File: src/design/reg_map_pkg.sv
`default_nettype none

package reg_map_pkg;

  typedef logic [6:0]  reg_addr_t;  // 7 bit register address from the header byte
  typedef logic [31:0] reg_data_t;  // one register word

  // writable registers, all built from the same slot module
  localparam int NUM_SLOTS = 5;

  // slot number to address, in port order of the top level
  localparam reg_addr_t SLOT_ADDR [NUM_SLOTS] = '{
    7'd8,   // spi_mux
    7'd9,   // reg_4094
    7'd12,  // mode
    7'd14,  // direct
    7'd18   // seq_mode
  };

  localparam reg_addr_t ADDR_STATUS = 7'd17;  // read only, driven from outside

  // returned for any address nobody answers
  localparam reg_data_t UNMAPPED_DATA = 32'h000f0f0f;

endpackage

`default_nettype wire

File: src/design/wb_pkg.sv
`default_nettype none

package wb_pkg;

  // master to slave, wishbone classic without stall
  typedef struct packed {
    logic                   cyc;  // bus cycle in progress
    logic                   stb;  // transfer strobe
    logic                   we;   // 1 write, 0 read
    reg_map_pkg::reg_addr_t adr;
    reg_map_pkg::reg_data_t dat;  // write data
  } wb_req_t;

  // slave to master
  typedef struct packed {
    logic                   ack;  // one cycle pulse per transfer
    reg_map_pkg::reg_data_t dat;  // read data, valid with ack
  } wb_rsp_t;

endpackage

`default_nettype wire

File: src/design/config_register.sv
`timescale 1ns/1ps
`default_nettype none

module config_register #(
  parameter reg_map_pkg::reg_addr_t ADDR = '0  // address this slot answers to
) (
  input  logic                   clk,
  input  logic                   rst,
  input  wb_pkg::wb_req_t        wb_req,
  output reg_map_pkg::reg_data_t value,
  output logic                   hit
);

  logic busy;  // local copy of the ack phase
  logic wr_en;

  assign hit = (wb_req.adr == ADDR);

  // first cycle of a write strobe only, the ack cycle is not a second write
  assign wr_en = wb_req.cyc && wb_req.stb && wb_req.we && hit && !busy;

  // tracks the fixed one cycle ack of the readback mux
  always_ff @(posedge clk)
  begin
    if (rst)
      busy <= 1'b0;
    else
      busy <= wb_req.cyc && wb_req.stb && !busy;
  end

  always_ff @(posedge clk)
  begin
    if (rst)
      value <= '0;
    else if (wr_en)
      value <= wb_req.dat;
  end

endmodule

`default_nettype wire

File: src/design/readback_mux.sv
`timescale 1ns/1ps
`default_nettype none

module readback_mux (
  input  logic                   clk,
  input  logic                   rst,
  input  wb_pkg::wb_req_t        wb_req,
  input  reg_map_pkg::reg_data_t slot_value [reg_map_pkg::NUM_SLOTS],
  input  logic [reg_map_pkg::NUM_SLOTS-1:0] slot_hit,
  input  reg_map_pkg::reg_data_t reg_status,
  output wb_pkg::wb_rsp_t        wb_rsp
);

  logic                   ack_q;
  reg_map_pkg::reg_data_t dat_q;
  reg_map_pkg::reg_data_t rd_sel;

  // priority: slot hit, then status, then the fixed pattern
  always_comb
  begin
    rd_sel = reg_map_pkg::UNMAPPED_DATA;
    if (wb_req.adr == reg_map_pkg::ADDR_STATUS)
      rd_sel = reg_status;
    for (int i = 0; i < reg_map_pkg::NUM_SLOTS; i++)
    begin
      if (slot_hit[i])
        rd_sel = slot_value[i];  // slot addresses are unique
    end
  end

  // ack one cycle after a new strobe, every address answers
  always_ff @(posedge clk)
  begin
    if (rst)
      ack_q <= 1'b0;
    else
      ack_q <= wb_req.cyc && wb_req.stb && !ack_q;
  end

  always_ff @(posedge clk)
  begin
    dat_q <= rd_sel;  // valid in the ack cycle, adr is held until then
  end

  assign wb_rsp = '{ack: ack_q, dat: dat_q};

endmodule

`default_nettype wire

File: src/design/spi_frame_slave.sv
`timescale 1ns/1ps
`default_nettype none

module spi_frame_slave #(
  parameter int SCK_SYNC_STAGES = 2  // synchronizer depth, 2 or more
) (
  input  logic            clk,
  input  logic            rst,
  input  logic            sck,
  input  logic            cs_n,
  input  logic            din,
  input  wb_pkg::wb_rsp_t wb_rsp,
  output logic            dout,
  output wb_pkg::wb_req_t wb_req
);

  localparam logic [5:0] FRAME_BITS = 6'd40;  // header byte plus 32 data bits

  typedef enum logic [1:0] {idle, shift, read_cycle, write_cycle} state_t;

  state_t                     state;
  logic [SCK_SYNC_STAGES-1:0] sck_sync;
  logic [SCK_SYNC_STAGES-1:0] cs_n_sync;
  logic [SCK_SYNC_STAGES-1:0] din_sync;
  logic                       sck_s;
  logic                       cs_n_s;
  logic                       din_s;
  logic                       sck_q;     // previous synchronized sck
  logic                       sck_rise;  // registered edge pulses
  logic                       sck_fall;
  logic                       din_bit;   // din aligned with sck_rise
  logic                       sample;
  logic [5:0]                 bit_cnt;
  logic                       wr_n;      // header bit 7, 0 means write
  reg_map_pkg::reg_data_t     in_sr;
  reg_map_pkg::reg_data_t     out_sr;
  logic                       dout_q;

  assign sck_s  = sck_sync[SCK_SYNC_STAGES-1];
  assign cs_n_s = cs_n_sync[SCK_SYNC_STAGES-1];
  assign din_s  = din_sync[SCK_SYNC_STAGES-1];

  // synchronizers and edge detect, all three lines share the same depth
  always_ff @(posedge clk)
  begin
    if (rst)
    begin
      sck_sync  <= '0;
      cs_n_sync <= '1;  // deselected
      din_sync  <= '0;
      sck_q     <= 1'b0;
      sck_rise  <= 1'b0;
      sck_fall  <= 1'b0;
      din_bit   <= 1'b0;
    end
    else
    begin
      sck_sync  <= {sck_sync[SCK_SYNC_STAGES-2:0], sck};
      cs_n_sync <= {cs_n_sync[SCK_SYNC_STAGES-2:0], cs_n};
      din_sync  <= {din_sync[SCK_SYNC_STAGES-2:0], din};
      sck_q     <= sck_s;
      sck_rise  <= sck_s & ~sck_q;
      sck_fall  <= ~sck_s & sck_q;
      din_bit   <= din_s;
    end
  end

  // take a bit on each rising edge, nothing after the 40th
  assign sample = (state == shift) && !cs_n_s && sck_rise && (bit_cnt != FRAME_BITS);

  // input shifter, the header byte falls off the top
  always_ff @(posedge clk)
  begin
    if (sample)
      in_sr <= {in_sr[30:0], din_bit};
  end

  always_ff @(posedge clk)
  begin
    if (rst)
    begin
      state   <= idle;
      bit_cnt <= '0;
      wr_n    <= 1'b1;
      out_sr  <= '0;
      dout_q  <= 1'b0;
      wb_req  <= '0;
    end
    else
    begin
      case (state)
        idle:
        begin
          bit_cnt <= '0;
          out_sr  <= '0;  // dout stays low through the header
          dout_q  <= 1'b0;
          if (!cs_n_s)
            state <= shift;
        end
        shift:
        begin
          if (cs_n_s)
            state <= idle;  // frame over, a short one is dropped here
          else
          begin
            if (sample)
            begin
              bit_cnt <= bit_cnt + 6'd1;
              if (bit_cnt == 6'd7)
              begin
                // header complete, fetch the addressed register
                wr_n          <= in_sr[6];
                wb_req.cyc    <= 1'b1;
                wb_req.stb    <= 1'b1;
                wb_req.we     <= 1'b0;
                wb_req.adr    <= {in_sr[5:0], din_bit};
                state         <= read_cycle;
              end
              else if (bit_cnt == FRAME_BITS - 6'd1 && !wr_n)
              begin
                wb_req.cyc <= 1'b1;
                wb_req.stb <= 1'b1;
                wb_req.we  <= 1'b1;
                wb_req.dat <= {in_sr[30:0], din_bit};  // adr still held from header
                state      <= write_cycle;
              end
            end
            if (sck_fall)
            begin
              dout_q <= out_sr[31];  // msb first, zero fill after bit 0
              out_sr <= {out_sr[30:0], 1'b0};
            end
          end
        end
        read_cycle:
        begin
          if (wb_rsp.ack)
          begin
            wb_req.cyc <= 1'b0;
            wb_req.stb <= 1'b0;
            out_sr     <= wb_rsp.dat;  // first bit goes out on next falling sck
            state      <= shift;
          end
        end
        write_cycle:
        begin
          if (wb_rsp.ack)
          begin
            wb_req.cyc <= 1'b0;
            wb_req.stb <= 1'b0;
            wb_req.we  <= 1'b0;
            state      <= shift;  // wait for cs_n, later bits ignored
          end
        end
        default: state <= idle;
      endcase
      // last stage before cs_n_s, so dout drops on the edge where cs_n_s rises
      if (cs_n_sync[SCK_SYNC_STAGES-2])
        dout_q <= 1'b0;
    end
  end

  assign dout = dout_q;  // low as soon as the frame ends

endmodule

`default_nettype wire

File: src/design/spi_register_set.sv
`timescale 1ns/1ps
`default_nettype none

module spi_register_set #(
  parameter int SCK_SYNC_STAGES = 2
) (
  input  logic                   clk,
  input  logic                   rst,
  input  logic                   sck,
  input  logic                   cs_n,
  input  logic                   din,
  input  reg_map_pkg::reg_data_t reg_status,  // external status word
  output logic                   dout,
  output reg_map_pkg::reg_data_t reg_spi_mux,
  output reg_map_pkg::reg_data_t reg_4094,
  output reg_map_pkg::reg_data_t reg_mode,
  output reg_map_pkg::reg_data_t reg_direct,
  output reg_map_pkg::reg_data_t reg_seq_mode
);

  wb_pkg::wb_req_t                       wb_req;
  wb_pkg::wb_rsp_t                       wb_rsp;
  reg_map_pkg::reg_data_t                slot_value [reg_map_pkg::NUM_SLOTS];
  logic [reg_map_pkg::NUM_SLOTS-1:0]     slot_hit;

  spi_frame_slave #(
    .SCK_SYNC_STAGES(SCK_SYNC_STAGES)
  ) frame_slave_i (
    .clk   (clk),
    .rst   (rst),
    .sck   (sck),
    .cs_n  (cs_n),
    .din   (din),
    .wb_rsp(wb_rsp),
    .dout  (dout),
    .wb_req(wb_req)
  );

  // one slot per writable register, order as in SLOT_ADDR
  for (genvar i = 0; i < reg_map_pkg::NUM_SLOTS; i++)
  begin : gen_slot
    config_register #(
      .ADDR(reg_map_pkg::SLOT_ADDR[i])
    ) slot_i (
      .clk   (clk),
      .rst   (rst),
      .wb_req(wb_req),
      .value (slot_value[i]),
      .hit   (slot_hit[i])
    );
  end

  readback_mux readback_mux_i (
    .clk       (clk),
    .rst       (rst),
    .wb_req    (wb_req),
    .slot_value(slot_value),
    .slot_hit  (slot_hit),
    .reg_status(reg_status),
    .wb_rsp    (wb_rsp)
  );

  assign reg_spi_mux  = slot_value[0];  // address 8
  assign reg_4094     = slot_value[1];  // address 9
  assign reg_mode     = slot_value[2];  // address 12
  assign reg_direct   = slot_value[3];  // address 14
  assign reg_seq_mode = slot_value[4];  // address 18

endmodule

`default_nettype wire

File: config.mk
export PLATFORM = sky130hd
export DESIGN_NAME = spi_register_set
export DESIGN_NICKNAME = d
export VERILOG_FILES = /design/src/design/reg_map_pkg.sv /design/src/design/wb_pkg.sv /design/src/design/config_register.sv /design/src/design/readback_mux.sv /design/src/design/spi_frame_slave.sv /design/src/design/spi_register_set.sv
export SDC_FILE = /design/constraint.sdc
export NUM_CORES = 1
export LEC_CHECK = 0
export BUFFER_PORTS_ARGS = -buffer_cell sky130_fd_sc_hd__buf_4
export CAP_MARGIN = 15
export CORE_ASPECT_RATIO = 1.4
export CORE_UTILIZATION = 35
export CTS_CLUSTER_SIZE = 14
export DETAILED_ROUTE_END_ITERATION = 10
export GPL_TIMING_DRIVEN = 1
export PLACE_DENSITY = 0.6
export SYNTH_ARGS = -nofsm -noshare
export SYNTH_HDL_FRONTEND = slang
export SYNTH_SLANG_ARGS = --single-unit
export TNS_END_PERCENT = 1
File: constraint.sdc
create_clock -name clk -period 2.65 [get_ports clk]
set_clock_uncertainty 0.1 [all_clocks]
set_input_delay 0 -clock clk [delete_from_list [all_inputs] [get_ports clk]]
set_output_delay 0 -clock clk [all_outputs]
set_load 0.01 [all_outputs]
After elaboration in Yosys (flattened, before gate mapping)
Index checks and enable logic that the tools add are counted.
{ "classes": {"add_sub_neg": 1, "eq_ne": 22, "muxes": 34, "bitwise": 6, "n_reduce_logical": 45} }
{ "op_table": {"columns": ["op", "count"], "rows": [
  ["32-bit 2-to-1 mux", 11],
  ["32-bit one-hot mux with 3 select lines", 1],
  ["42-bit 2-to-1 mux", 2],
  ["7-bit by 4-bit == test with 1-bit output, second input constant", 4],
  ["1-bit logical AND", 22],
  ["7-bit by 5-bit == test with 1-bit output, second input constant", 2],
  ["2-bit 2-to-1 mux", 7],
  ["6-bit 2-to-1 mux", 2],
  ["2-bit one-hot mux with 3 select lines", 2],
  ["6-bit one-hot mux with 2 select lines", 1],
  ["4-bit AND reduction", 3],
  ["2-bit by 1-bit != test with 1-bit output, second input constant", 5],
  ["5-bit AND reduction", 2],
  ["3-bit 2-to-1 mux", 3],
  ["1-bit zero test", 8],
  ["7-bit 2-to-1 mux", 1],
  ["6-bit by 1-bit adder with 6-bit output, second input constant", 1],
  ["6-bit by 3-bit == test with 1-bit output, second input constant", 1],
  ["6-bit == test, second input constant", 1],
  ["6-bit != test, second input constant", 1],
  ["3-bit AND reduction", 2],
  ["6-bit AND reduction", 1],
  ["3-bit nonzero test", 2],
  ["2-bit == test, second input constant", 2],
  ["12 further kinds", 21]
]} }
{ "word_totals": {"ff_bits": 323, "inputBits": 37, "wordCells": 138} }

Longest topological paths before layout
Gate-level depths: netlist (run 1).
{ "logic_depth": {"word_depth": 7, "mapped_depth": 9, "depth_no_buf": 7} }

Hierarchy
From an unflattened synthesis (run 1), not the netlist that was laid out.
{ "unflattened": {"hier_cells": 1527, "hier_area_um2": 14695.3} }
{ "by_module_without_submodules": {"columns": ["mod", "instances", "cells_per_inst", "area_per_inst_um2"], "rows": [
  ["spi_frame_slave", 1, 491, 4863.4],
  ["config_register (gen_slot[1].slot_i ...)", 2, 147, 1534.0],
  ["config_register (gen_slot[2].slot_i ...)", 2, 147, 1508.9],
  ["readback_mux", 1, 302, 2247.2],
  ["config_register (gen_slot[0].slot_i)", 1, 146, 1498.9]
]} }

Worst setup path after synthesis (run 1)
Ideal clock, no wire load.
{ "synth_timing": {"path_type": "reg2reg", "startpoint": "reg frame_slave_i.state[1]", "endpoint": "reg frame_slave_i.bit_cnt[2]", "setup_ns": 0.117, "arrival_time_ns": 2.279, "setup_slack_ns": 0.154, "stages_incl_launch_ff": 9, "synth_period_minus_slack_ns": 2.496, "path_cell_list": "dfxtp_1 inv_1 ha_1 clkbuf_1 nand3b_1 a31o_2 inv_1 a211oi_1 a31o_2"} }
{ "synth_via": {"elab_chain_cells": 6} }
{ "synth_lines": {"columns": ["item", "line_no", "rtl"], "rows": [
  ["start: declaration", "spi_frame_slave.sv:21", "state_t state;"],
  ["start signal: assignment", "spi_frame_slave.sv:82", "state <= idle;"],
  ["start signal: assignment", "spi_frame_slave.sv:98", "state <= shift;"],
  ["start signal: assignment", "spi_frame_slave.sv:103", "state <= idle;"],
  ["2-bit by 1-bit == test with 1-bit output", "spi_frame_slave.sv:69", "assign sample = (state == shift) && !cs_n_s && sck_rise && (bit_cnt != FRAME_BITS);"],
  ["1-bit logical AND (3 in a row)", "spi_frame_slave.sv:69", null],
  ["via frame_slave_i.sample", "spi_frame_slave.sv:32", "logic sample;"],
  ["2-bit by 1-bit != test with 1-bit output (no line)", null, null],
  ["3-bit AND reduction (no line)", null, null],
  ["end signal: assignment", "spi_frame_slave.sv:108", "bit_cnt <= bit_cnt + 6'd1;"],
  ["end: declaration", "spi_frame_slave.sv:33", "logic [5:0] bit_cnt;"]
]} }
The timed path passes the listed nets, and every way through them passes these cells.
A chain may end at the register's enable or synchronous reset.

Final worst setup path (run 1)
{ "layout_timing": {"startpoint": "reg frame_slave_i.wb_req[32] (netlist name)", "endpoint": "reg readback_mux_i.dat_q[10]"} }
{ "layout_via": {"elab_chain_cells": 7} }
{ "layout_lines": {"columns": ["item", "line_no", "rtl"], "rows": [
  ["7-bit by 5-bit == test with 1-bit output", "readback_mux.sv:22", "if (wb_req.adr == reg_map_pkg::ADDR_STATUS)"],
  ["32-bit 2-to-1 mux", "readback_mux.sv:22", null],
  ["32-bit 2-to-1 mux (4 in a row)", "readback_mux.sv:26", "if (slot_hit[i])"],
  ["32-bit 2-to-1 mux *", "readback_mux.sv:26", null],
  ["via readback_mux_i.rd_sel[10]", "readback_mux.sv:16", "reg_map_pkg::reg_data_t rd_sel;"],
  ["end signal: assignment", "readback_mux.sv:42", "dat_q <= rd_sel;"],
  ["end: declaration", "readback_mux.sv:15", "reg_map_pkg::reg_data_t dat_q;"]
]} }
Mark *: on every way through the listed nets, which the timed path passes. The rest lies on a longest branch.

==> results_tabular.tex, run 1 <==
\begin{tabular}{lr}
\hline
Metric & Value \\
\hline
\multicolumn{2}{l}{\textbf{Outcome}} \\
\quad Run status & complete, no violations \\
\multicolumn{2}{l}{\textbf{Power}} \\
\quad Power after layout & 9.74 mW \\
\quad Cell leakage power & 6.18 nW \\
\quad PwrDens & 594 nW/um2 \\
\quad Max IR drop VDD & 0.407 mV \\
\multicolumn{2}{l}{\textbf{Clock tree}} \\
\quad Number of setup buffers added after CTS & 0 \\
\quad Sink Count & 322 \\
\quad Clock input transition at the sequential cells of the worst setup and hold paths & 70 ps \\
\quad Number of hold buffers added after cts & 39 \\
\quad Number of buffers created by CTS & 31 \\
\quad Resized cells post-CTS & 0 \\
\quad Clock tree from TritonCTS & done \\
\quad Largest buffer count on any clock path & 3 \\
\quad Buffer cell driving the clock tree root & sky130\_fd\_sc\_hd\_\_clkbuf\_16 \\
\quad Insertion delay to the later sink of the worst-skew pair & 580 ps \\
\quad Number of H-tree levels & 1 \\
\multicolumn{2}{l}{\textbf{Setup path}} \\
\quad Required time of the critical path & 2960 ps \\
\quad Kind of end point of the critical path & flop \\
\quad Critical-path cell with the highest stage delay & sky130\_fd\_sc\_hd\_\_dfxtp\_1 \\
\quad Nature of the critical path startpoint & flop \\
\quad CP bufs+invs & 2 \\
\quad Maximum cell stage delay along the critical path & 530 ps \\
\quad Cell seen most often among critical-path stages & sky130\_fd\_sc\_hd\_\_buf\_4 \\
\quad Crit-path max FO & 14 \\
\quad Reg-to-reg setup timing slack & 160 ps \\
\quad Critical path data arrival time & 2800 ps \\
\quad Largest delay share family, worst path & compound AO/OA/AOI/OAI gates \\
\quad Cell breakdown of the critical path & buf\_4, nor4b\_2, buf\_4, nand2\_1, o221ai\_1, a32oi\_1 \\
\quad Type of the setup path with the least slack & flop to flop \\
\multicolumn{2}{l}{\textbf{Drt}} \\
\quad Count of vias placed by the detailed router & 12200 \\
\quad Antenna violation net count after detailed routing & 0 \\
\quad Violation count after the first detailed-route iteration & 1006 \\
\quad DR WL/cell & 21.8 um \\
\quad Routed wire length & 47.5 mm \\
\quad Residual DRC & 0 \\
\quad First-pass iteration count of the detailed router & 5 \\
\quad Vias per inst & 5.59 \\
\multicolumn{2}{l}{\textbf{STA}} \\
\quad Number of hold violations in the final report & 0 \\
\quad Final number of setup-violating endpoints & 0 \\
\quad Final period utilization & 0.941 \\
\quad Least setup slack across all paths after layout & 156 ps \\
\quad Least-Margin Pin Slew & 679 ps \\
\quad Unrepaired setup endpoints after global routing & no \\
\quad Final Max Tran Viols & 0 \\
\quad Worst slew margin relative to its limit & 0.547 \\
\quad Total negative setup slack & 0 ps \\
\quad Final Hold Slack & 189 ps \\
\quad Minimum period implied by the final worst setup slack & 2490 ps \\
\quad Peak clock frequency supported by timing & 401 MHz \\
\multicolumn{2}{l}{\textbf{Worst hold path}} \\
\quad Class of the most critical hold timing path & primary input to flop \\
\multicolumn{2}{l}{\textbf{GRT}} \\
\quad Met2 demand-to-capacity share in global routing & 0.422 \\
\quad Total overflow reported by the global router & 0 \\
\quad Maximum number of pins on one net before global-route repair & 131 \\
\quad GR met1 Demand/Resource & 0.313 \\
\quad Via count of the first global-routing pass & 11600 \\
\quad Antenna violations before repair & 0 \\
\quad GR Util met3 & 0.0272 \\
\quad Layer with the highest usage & met2 \\
\quad Wire length of the first global-routing pass & 70.8 mm \\
\quad GRT Util Overall & 0.250 \\
\multicolumn{2}{l}{\textbf{Die}} \\
\quad Overall die height & 229 um \\
\quad Total Die Area & 37400 um2 \\
\quad Site row count & 82 \\
\quad Initial core utilization & 0.357 \\
\quad Die width & 164 um \\
\quad I/O pin count & 198 \\
\quad Core area & 35900 um2 \\
\multicolumn{2}{l}{\textbf{Final layout}} \\
\quad Antenna diodes & 0 \\
\quad Fraction of the core area covered by cells at the end of the flow & 0.457 \\
\quad Most common cell after layout, fill and taps aside & sky130\_fd\_sc\_hd\_\_nand2\_1 \\
\quad Area growth from synthesis to layout & 27.8\% \\
\quad Area used by multi-input combinational logic & 5570 um2 \\
\quad Highest-count cells in the layout ignoring fill and taps & 381 x sky130\_fd\_sc\_hd\_\_nand2\_1, 291 x sky130\_fd\_sc\_hd\_\_dfxtp\_1, 255 x sky130\_fd\_sc\_hd\_\_buf\_4, 216 x sky130\_fd\_sc\_hd\_\_a21oi\_1, 67 x sky130\_fd\_sc\_hd\_\_nor2\_1 \\
\quad Cell area after layout & 16400 um2 \\
\quad Share of post-route cells with drive strength above 1 & 0.198 \\
\quad Final-layout fill cell count & 3473 \\
\quad Final Non-Filler Cells & 2174 \\
\quad Final nets & 1731 \\
\quad Area of all sequential standard cells & 6760 um2 \\
\multicolumn{2}{l}{\textbf{Synth}} \\
\quad Fraction of the yosys area taken by sequential cells & 0.527 \\
\quad Number of synthesized register bits & 322 \\
\quad Distinct cell type count after synthesis & 62 \\
\quad Synthesized area per cell & 8.70 um2 \\
\quad Top-area cell type share of the netlist area & 0.454 \\
\quad Post-synthesis cell type with the largest combined area & sky130\_fd\_sc\_hd\_\_dfxtp\_1 \\
\quad Synth area leaders & sky130\_fd\_sc\_hd\_\_dfxtp\_1 45\%, sky130\_fd\_sc\_hd\_\_nand2\_1 11\%, sky130\_fd\_sc\_hd\_\_a21oi\_1 8.4\%, sky130\_fd\_sc\_hd\_\_edfxtp\_1 7.3\%, sky130\_fd\_sc\_hd\_\_mux2i\_1 3.1\% \\
\quad Netlist area before placement & 12800 um2 \\
\quad Syn Nets & 1518 \\
\quad Yosys warnings & 0 \\
\quad FFs w/ async S/R, synth & 0 \\
\quad Dominant register cell in the synthesized netlist & sky130\_fd\_sc\_hd\_\_dfxtp\_1 \\
\quad Synth Instances & 1475 \\
\quad Number of flops mapped to enable cells by yosys & 31 \\
\multicolumn{2}{l}{\textbf{Place}} \\
\quad Cell area reported after detailed placement & 15000 um2 \\
\quad Count of input and output buffers & 197 \\
\quad RD Place Congestion & 0.913 \\
\quad Pre-CTS setup slack & 256 ps \\
\quad Total half-perimeter wirelength after legalization and detailed placement & 33.1 mm \\
\quad Post-Place Cells & 2078 \\
\multicolumn{2}{l}{\textbf{Run}} \\
\quad Max-cap viol count & 0 \\
\hline
\end{tabular}
## flip-flops by register name, summed over array words and instances, names as in the netlist
register and cells:
frame_slave_i.in_sr 31, frame_slave_i.state 2, frame_slave_i.bit_cnt 6, gen_slot.slot_i.busy 5, frame_slave_i.sck_q 1, frame_slave_i.cs_n_sync 2, frame_slave_i.sck_fall 1, frame_slave_i.din_sync 2
frame_slave_i.sck_rise 1, gen_slot.slot_i.value 160, readback_mux_i.dat_q 32, readback_mux_i.ack_q 1, frame_slave_i.sck_sync 2, frame_slave_i.out_sr 32, frame_slave_i.wb_req 41, frame_slave_i.dout 1
frame_slave_i.wr_n 1, frame_slave_i.din_bit 1
## kinds of logic after synthesis
logic type	share of synthesized area
simple gates	0.201
compound gates	0.190
flops	0.527
buf+inv	0.0436
mux	0.0312
fa+ha+maj	0.00585
xor+xnor	0.00137
## cell type report
cell class / instances / share of cell area
flip-flops and latches: 322 / 0.412
multi-input cells: 1022 / 0.339
repair buffers: 301 / 0.149
clock buffers: 44 / 0.0559
well taps: 462 / 0.0353
clock inverters: 13 / 0.00656
inverters: 10 / 0.00229
## report_power, final
part	switching, mW	leakage [nW]	internal [mW]
Clock	1.94	0.506	2.51
Combinational	0.233	3.05	0.135
Sequential	0.00735	2.62	4.91
## final timing paths
| kind | startpoint | depth (start not counted) | to |
|---|---|---|---|
| max | frame_slave_i.wb_req[32]$_SDFFE_PP0P_ | 6 | readback_mux_i.dat_q[10]$_DFF_P_ |
| min | reg_status[28] | 4 | readback_mux_i.dat_q[28]$_DFF_P_ |
| max reg2reg | frame_slave_i.wb_req[32]$_SDFFE_PP0P_ | 6 | readback_mux_i.dat_q[10]$_DFF_P_ |
| min reg2reg | frame_slave_i.sck_q$_SDFF_PP0_ | 1 | frame_slave_i.sck_rise$_SDFF_PP0_ |
## worst register-to-register path: stages, from the launching register on
cell                       delay (ps)
sky130_fd_sc_hd__dfxtp_1          530
sky130_fd_sc_hd__buf_4            310
sky130_fd_sc_hd__nor4b_2          250
sky130_fd_sc_hd__buf_4            220
sky130_fd_sc_hd__nand2_1          320
sky130_fd_sc_hd__o221ai_1         410
sky130_fd_sc_hd__a32oi_1          210
## cells in the mapped netlist, types with 14 or more instances
library cell / n
sky130_fd_sc_hd__nor2_1: 68
sky130_fd_sc_hd__nor3_1: 21
sky130_fd_sc_hd__buf_2: 21
sky130_fd_sc_hd__a21oi_1: 216
sky130_fd_sc_hd__a22o_1: 36
sky130_fd_sc_hd__a221oi_1: 14
sky130_fd_sc_hd__o211ai_1: 14
sky130_fd_sc_hd__nor2b_1: 17
sky130_fd_sc_hd__dfxtp_1: 291
sky130_fd_sc_hd__o22ai_1: 33
sky130_fd_sc_hd__nand2_1: 381
sky130_fd_sc_hd__nand3_1: 46
sky130_fd_sc_hd__mux2i_1: 40
sky130_fd_sc_hd__edfxtp_1: 31
sky130_fd_sc_hd__clkbuf_1: 92
## routing by layer
| metal | vias to the layer above | routed length (um) |
|---|---|---|
| met1 | 5858 | 18500 |
| met5 | - | 0 |
| met3 | 131 | 3460 |
| met2 | 581 | 23300 |
| li1 | 5585 | - |
| met4 | 0 | 2210 |
Power figures use the tool's default switching activity.
==> run 2: changes to the inputs <==
--- a/config.mk
+++ b/config.mk
@@ -8,11 +8,11 @@
 export BUFFER_PORTS_ARGS = -buffer_cell sky130_fd_sc_hd__buf_4
 export CAP_MARGIN = 15
 export CORE_ASPECT_RATIO = 1.4
-export CORE_UTILIZATION = 35
+export CORE_UTILIZATION = 47
 export CTS_CLUSTER_SIZE = 14
 export DETAILED_ROUTE_END_ITERATION = 10
 export GPL_TIMING_DRIVEN = 1
-export PLACE_DENSITY = 0.6
+export PLACE_DENSITY = 0.75
 export SYNTH_ARGS = -nofsm -noshare
 export SYNTH_HDL_FRONTEND = slang
 export SYNTH_SLANG_ARGS = --single-unit
==> run 2 against run 1 <==
- first-iteration DRC count is 32% higher
- hold slack better by 9.0 ps
- routed wire length is 7.9% lower
- critical path depth is 2 lower
- total power is 0.15% lower
- combinational power is 3% lower
- sequential share of layout area is 0.49 points higher
- die area is 25% lower
- non-clock buffer count is 5 lower
- sequential cell count stayed put
- critical path type unchanged
- critical endpoint is now readback_mux_i.dat_q[9]$_DFF_P_
- largest cell class unchanged
==> results_tabular.tex, run 2 (same netlist as run 1, synthesis figures left out) <==
\begin{tabular}{lr}
\hline
Metric & Value \\
\hline
\multicolumn{2}{l}{\textbf{Outcome}} \\
\quad Run status & complete, no violations \\
\multicolumn{2}{l}{\textbf{Final layout}} \\
\quad Antenna diodes & 0 (unchanged) \\
\quad Highest-count cells in the layout ignoring fill and taps & 381 x sky130\_fd\_sc\_hd\_\_nand2\_1, 291 x sky130\_fd\_sc\_hd\_\_dfxtp\_1, 251 x sky130\_fd\_sc\_hd\_\_buf\_4, 216 x sky130\_fd\_sc\_hd\_\_a21oi\_1, 67 x sky130\_fd\_sc\_hd\_\_nor2\_1 \\
\quad Register with the highest flop count & gen\_slot.slot\_i.value \\
\quad Share of post-route cells with drive strength above 1 & 0.192 (-0.00564) \\
\quad Final-layout fill cell count & 2304 (-34\%) \\
\quad Fraction of the core area covered by cells at the end of the flow & 0.604 (+0.147) \\
\quad Max reg flops & 160 (unchanged) \\
\quad Leading registers by flop count & gen\_slot.slot\_i.value x160, frame\_slave\_i.wb\_req x41 \\
\quad Final nets & 1725 (-0.35\%) \\
\quad Most common cell after layout, fill and taps aside & sky130\_fd\_sc\_hd\_\_nand2\_1 \\
\quad Area growth from synthesis to layout & 26.3\% \\
\multicolumn{2}{l}{\textbf{Setup path}} \\
\quad CP bufs+invs & 0 (-2) \\
\quad Start point of the critical path & frame\_slave\_i.wb\_req[32]\$\_SDFFE\_PP0P\_ \\
\quad Critical path data arrival time & 2810 ps (about the same) \\
\quad Required time of the critical path & 3020 ps (+60 ps) \\
\quad Type of the setup path with the least slack & flop to flop \\
\quad Crit-path max FO & 18 (+4) \\
\quad Largest delay share family, worst path & simple AND/OR/NAND/NOR gates \\
\quad Critical-path cell with the highest stage delay & sky130\_fd\_sc\_hd\_\_or4\_1 \\
\quad Cell breakdown of the critical path & or4\_1, or2\_2, o221a\_2, a22o\_1 \\
\quad Maximum cell stage delay along the critical path & 710 ps (+180 ps) \\
\quad Nature of the critical path startpoint & flop \\
\quad Kind of end point of the critical path & flop \\
\quad Reg-to-Reg Start & frame\_slave\_i.wb\_req[32]\$\_SDFFE\_PP0P\_ \\
\multicolumn{2}{l}{\textbf{STA}} \\
\quad Final number of setup-violating endpoints & 0 (unchanged) \\
\quad Least-Margin Pin Slew & 865 ps (+186 ps) \\
\quad Final Max Tran Viols & 0 (unchanged) \\
\quad Final Hold Slack & 198 ps (+8.99 ps) \\
\quad Final period utilization & 0.923 (-0.0176) \\
\quad Unrepaired setup endpoints after global routing & no \\
\quad Total negative setup slack & 0 ps (unchanged) \\
\quad Peak clock frequency supported by timing & 409 MHz (+1.9\%) \\
\quad Worst slew margin relative to its limit & 0.419 (-0.129) \\
\quad Number of hold violations in the final report & 0 (unchanged) \\
\quad Minimum period implied by the final worst setup slack & 2450 ps (-46.7 ps) \\
\multicolumn{2}{l}{\textbf{Drt}} \\
\quad DR WL/cell & 21.1 um (-3.3\%) \\
\quad Residual DRC & 0 (unchanged) \\
\quad Count of vias placed by the detailed router & 12300 (+1.2\%) \\
\quad Violation count after the first detailed-route iteration & 1327 (+32\%) \\
\quad First-pass iteration count of the detailed router & 5 (unchanged) \\
\quad Vias per inst & 5.94 (+6.2\%) \\
\quad Routed wire length & 43.7 mm (-7.9\%) \\
\quad Antenna violation net count after detailed routing & 0 (unchanged) \\
\multicolumn{2}{l}{\textbf{Die}} \\
\quad Die width & 142 um (-14\%) \\
\quad Overall die height & 197 um (-14\%) \\
\quad Initial core utilization & 0.478 (+0.121) \\
\quad I/O pin count & 198 (unchanged) \\
\quad Site row count & 71 (-13\%) \\
\quad Core area & 26800 um2 (-25\%) \\
\quad Total Die Area & 28000 um2 (-25\%) \\
\multicolumn{2}{l}{\textbf{Place}} \\
\quad RD Place Congestion & 0.907 (-0.65\%) \\
\quad Total half-perimeter wirelength after legalization and detailed placement & 29.7 mm (-10\%) \\
\quad Count of input and output buffers & 197 (unchanged) \\
\multicolumn{2}{l}{\textbf{GRT}} \\
\quad GRT Util Overall & 0.309 (+0.0590) \\
\quad Via count of the first global-routing pass & 11500 (-0.93\%) \\
\quad Total overflow reported by the global router & 0 (unchanged) \\
\quad Wire length of the first global-routing pass & 65.8 mm (-7.0\%) \\
\quad Maximum number of pins on one net before global-route repair & 126 (-3.8\%) \\
\quad Antenna violations before repair & 0 (unchanged) \\
\multicolumn{2}{l}{\textbf{Worst hold path}} \\
\quad Class of the most critical hold timing path & primary input to flop \\
\quad Launch point of the worst hold path & reg\_status[20] \\
\multicolumn{2}{l}{\textbf{Clock tree}} \\
\quad Number of buffers created by CTS & 30 (-3.2\%) \\
\quad Clock tree from TritonCTS & done \\
\quad Sink Count & 322 (unchanged) \\
\quad Number of H-tree levels & 1 (unchanged) \\
\quad Clock input transition at the sequential cells of the worst setup and hold paths & 70 ps (about the same) \\
\quad Buffer cell driving the clock tree root & sky130\_fd\_sc\_hd\_\_clkbuf\_16 \\
\quad Number of setup buffers added after CTS & 0 (unchanged) \\
\quad Largest buffer count on any clock path & 3 (unchanged) \\
\quad Insertion delay to the later sink of the worst-skew pair & 580 ps (about the same) \\
\multicolumn{2}{l}{\textbf{Power}} \\
\quad Internal power contribution & 7.58 mW (+0.39\%) \\
\quad Power after layout & 9.72 mW (-0.15\%) \\
\quad Net Sw Power & 2.14 mW (-2.0\%) \\
\quad Power share of the combinational group & 0.037 (about the same) \\
\quad Flop pwr share & 0.506 (about the same) \\
\quad Max IR drop VDD & 0.564 mV (+38\%) \\
\quad PwrDens & 600 nW/um2 (+1.0\%) \\
\quad Fraction of power consumed by the clock network & 0.457 (about the same) \\
\quad Switching power as a share of total power & 0.220 (-0.00414) \\
\quad Cell leakage power & 6.14 nW (-0.60\%) \\
\multicolumn{2}{l}{\textbf{Run}} \\
\quad Max-cap viol count & 0 (unchanged) \\
\hline
\end{tabular}
## run 2: worst reg2reg max path, cell delays in order, from the launching register on
cell and delay (ps):
sky130_fd_sc_hd__dfxtp_1 410, sky130_fd_sc_hd__or4_1 710, sky130_fd_sc_hd__or2_2 590, sky130_fd_sc_hd__o221a_2 340
sky130_fd_sc_hd__a22o_1 180
## run 2: layout make-up
type                       instances  area [um2]  area share
sequential                       322        6760       0.417
clock inverter                     8         109     0.00672
tap                              365         457      0.0282
clock buffer                      47         906      0.0559
multi-input combinational       1022        5550       0.343
inverter                          10        37.5     0.00232
timing repair buffer             296        2390       0.147
## run 2: worst paths after layout
path	slack [ps]	cells after the start	endpoint
setup reg to reg	200	4	readback_mux_i.dat_q[9]$_DFF_P_
hold / removal	200	4	readback_mux_i.dat_q[20]$_DFF_P_
hold reg to reg	320	1	gen_slot[2].slot_i.busy$_SDFF_PP0_
setup / recovery	200	4	readback_mux_i.dat_q[9]$_DFF_P_
## run 2: metal layers
metal | global-route usage | vias to the layer above | wire length, um
met5 | 0 | - | 0
met4 | 0.176 | 0 | 2610
met3 | 0.0417 | 170 | 3750
met2 | 0.513 | 724 | 20700
met1 | 0.384 | 5830 | 16700
li1 | - | 5571 | -
## run 2: power by group through the flow
stage	Clock (mW)	Sequential (mW)	Combinational (mW)
6_report	4.45	4.92	0.358
5_1_grt	4.66	4.92	0.379
4_1_cts	4.46	4.92	0.354
3_5_place_dp	0	5.03	0.307
3_3_place_gp	0	5.03	0.304
2_1_floorplan	0	5.03	0.172
## run 2: repair_timing
item	CTS	global route
resized for setup	0	0
setup endpoints to repair	0	0
hold endpoints to repair	152	0
hold buffers	39	0
## run 2: metrics by stage
stage / std cells / area, um2 / setup WS [ps]
after global routing: 2070 / 16200 / 141
after global placement: 1976 / 14800 / 307
after detailed placement: 1976 / 14800 / 248
after CTS: 2070 / 16200 / 238
final: 2070 / 16200 / 203
after floorplan: 1475 / 12800 / 154
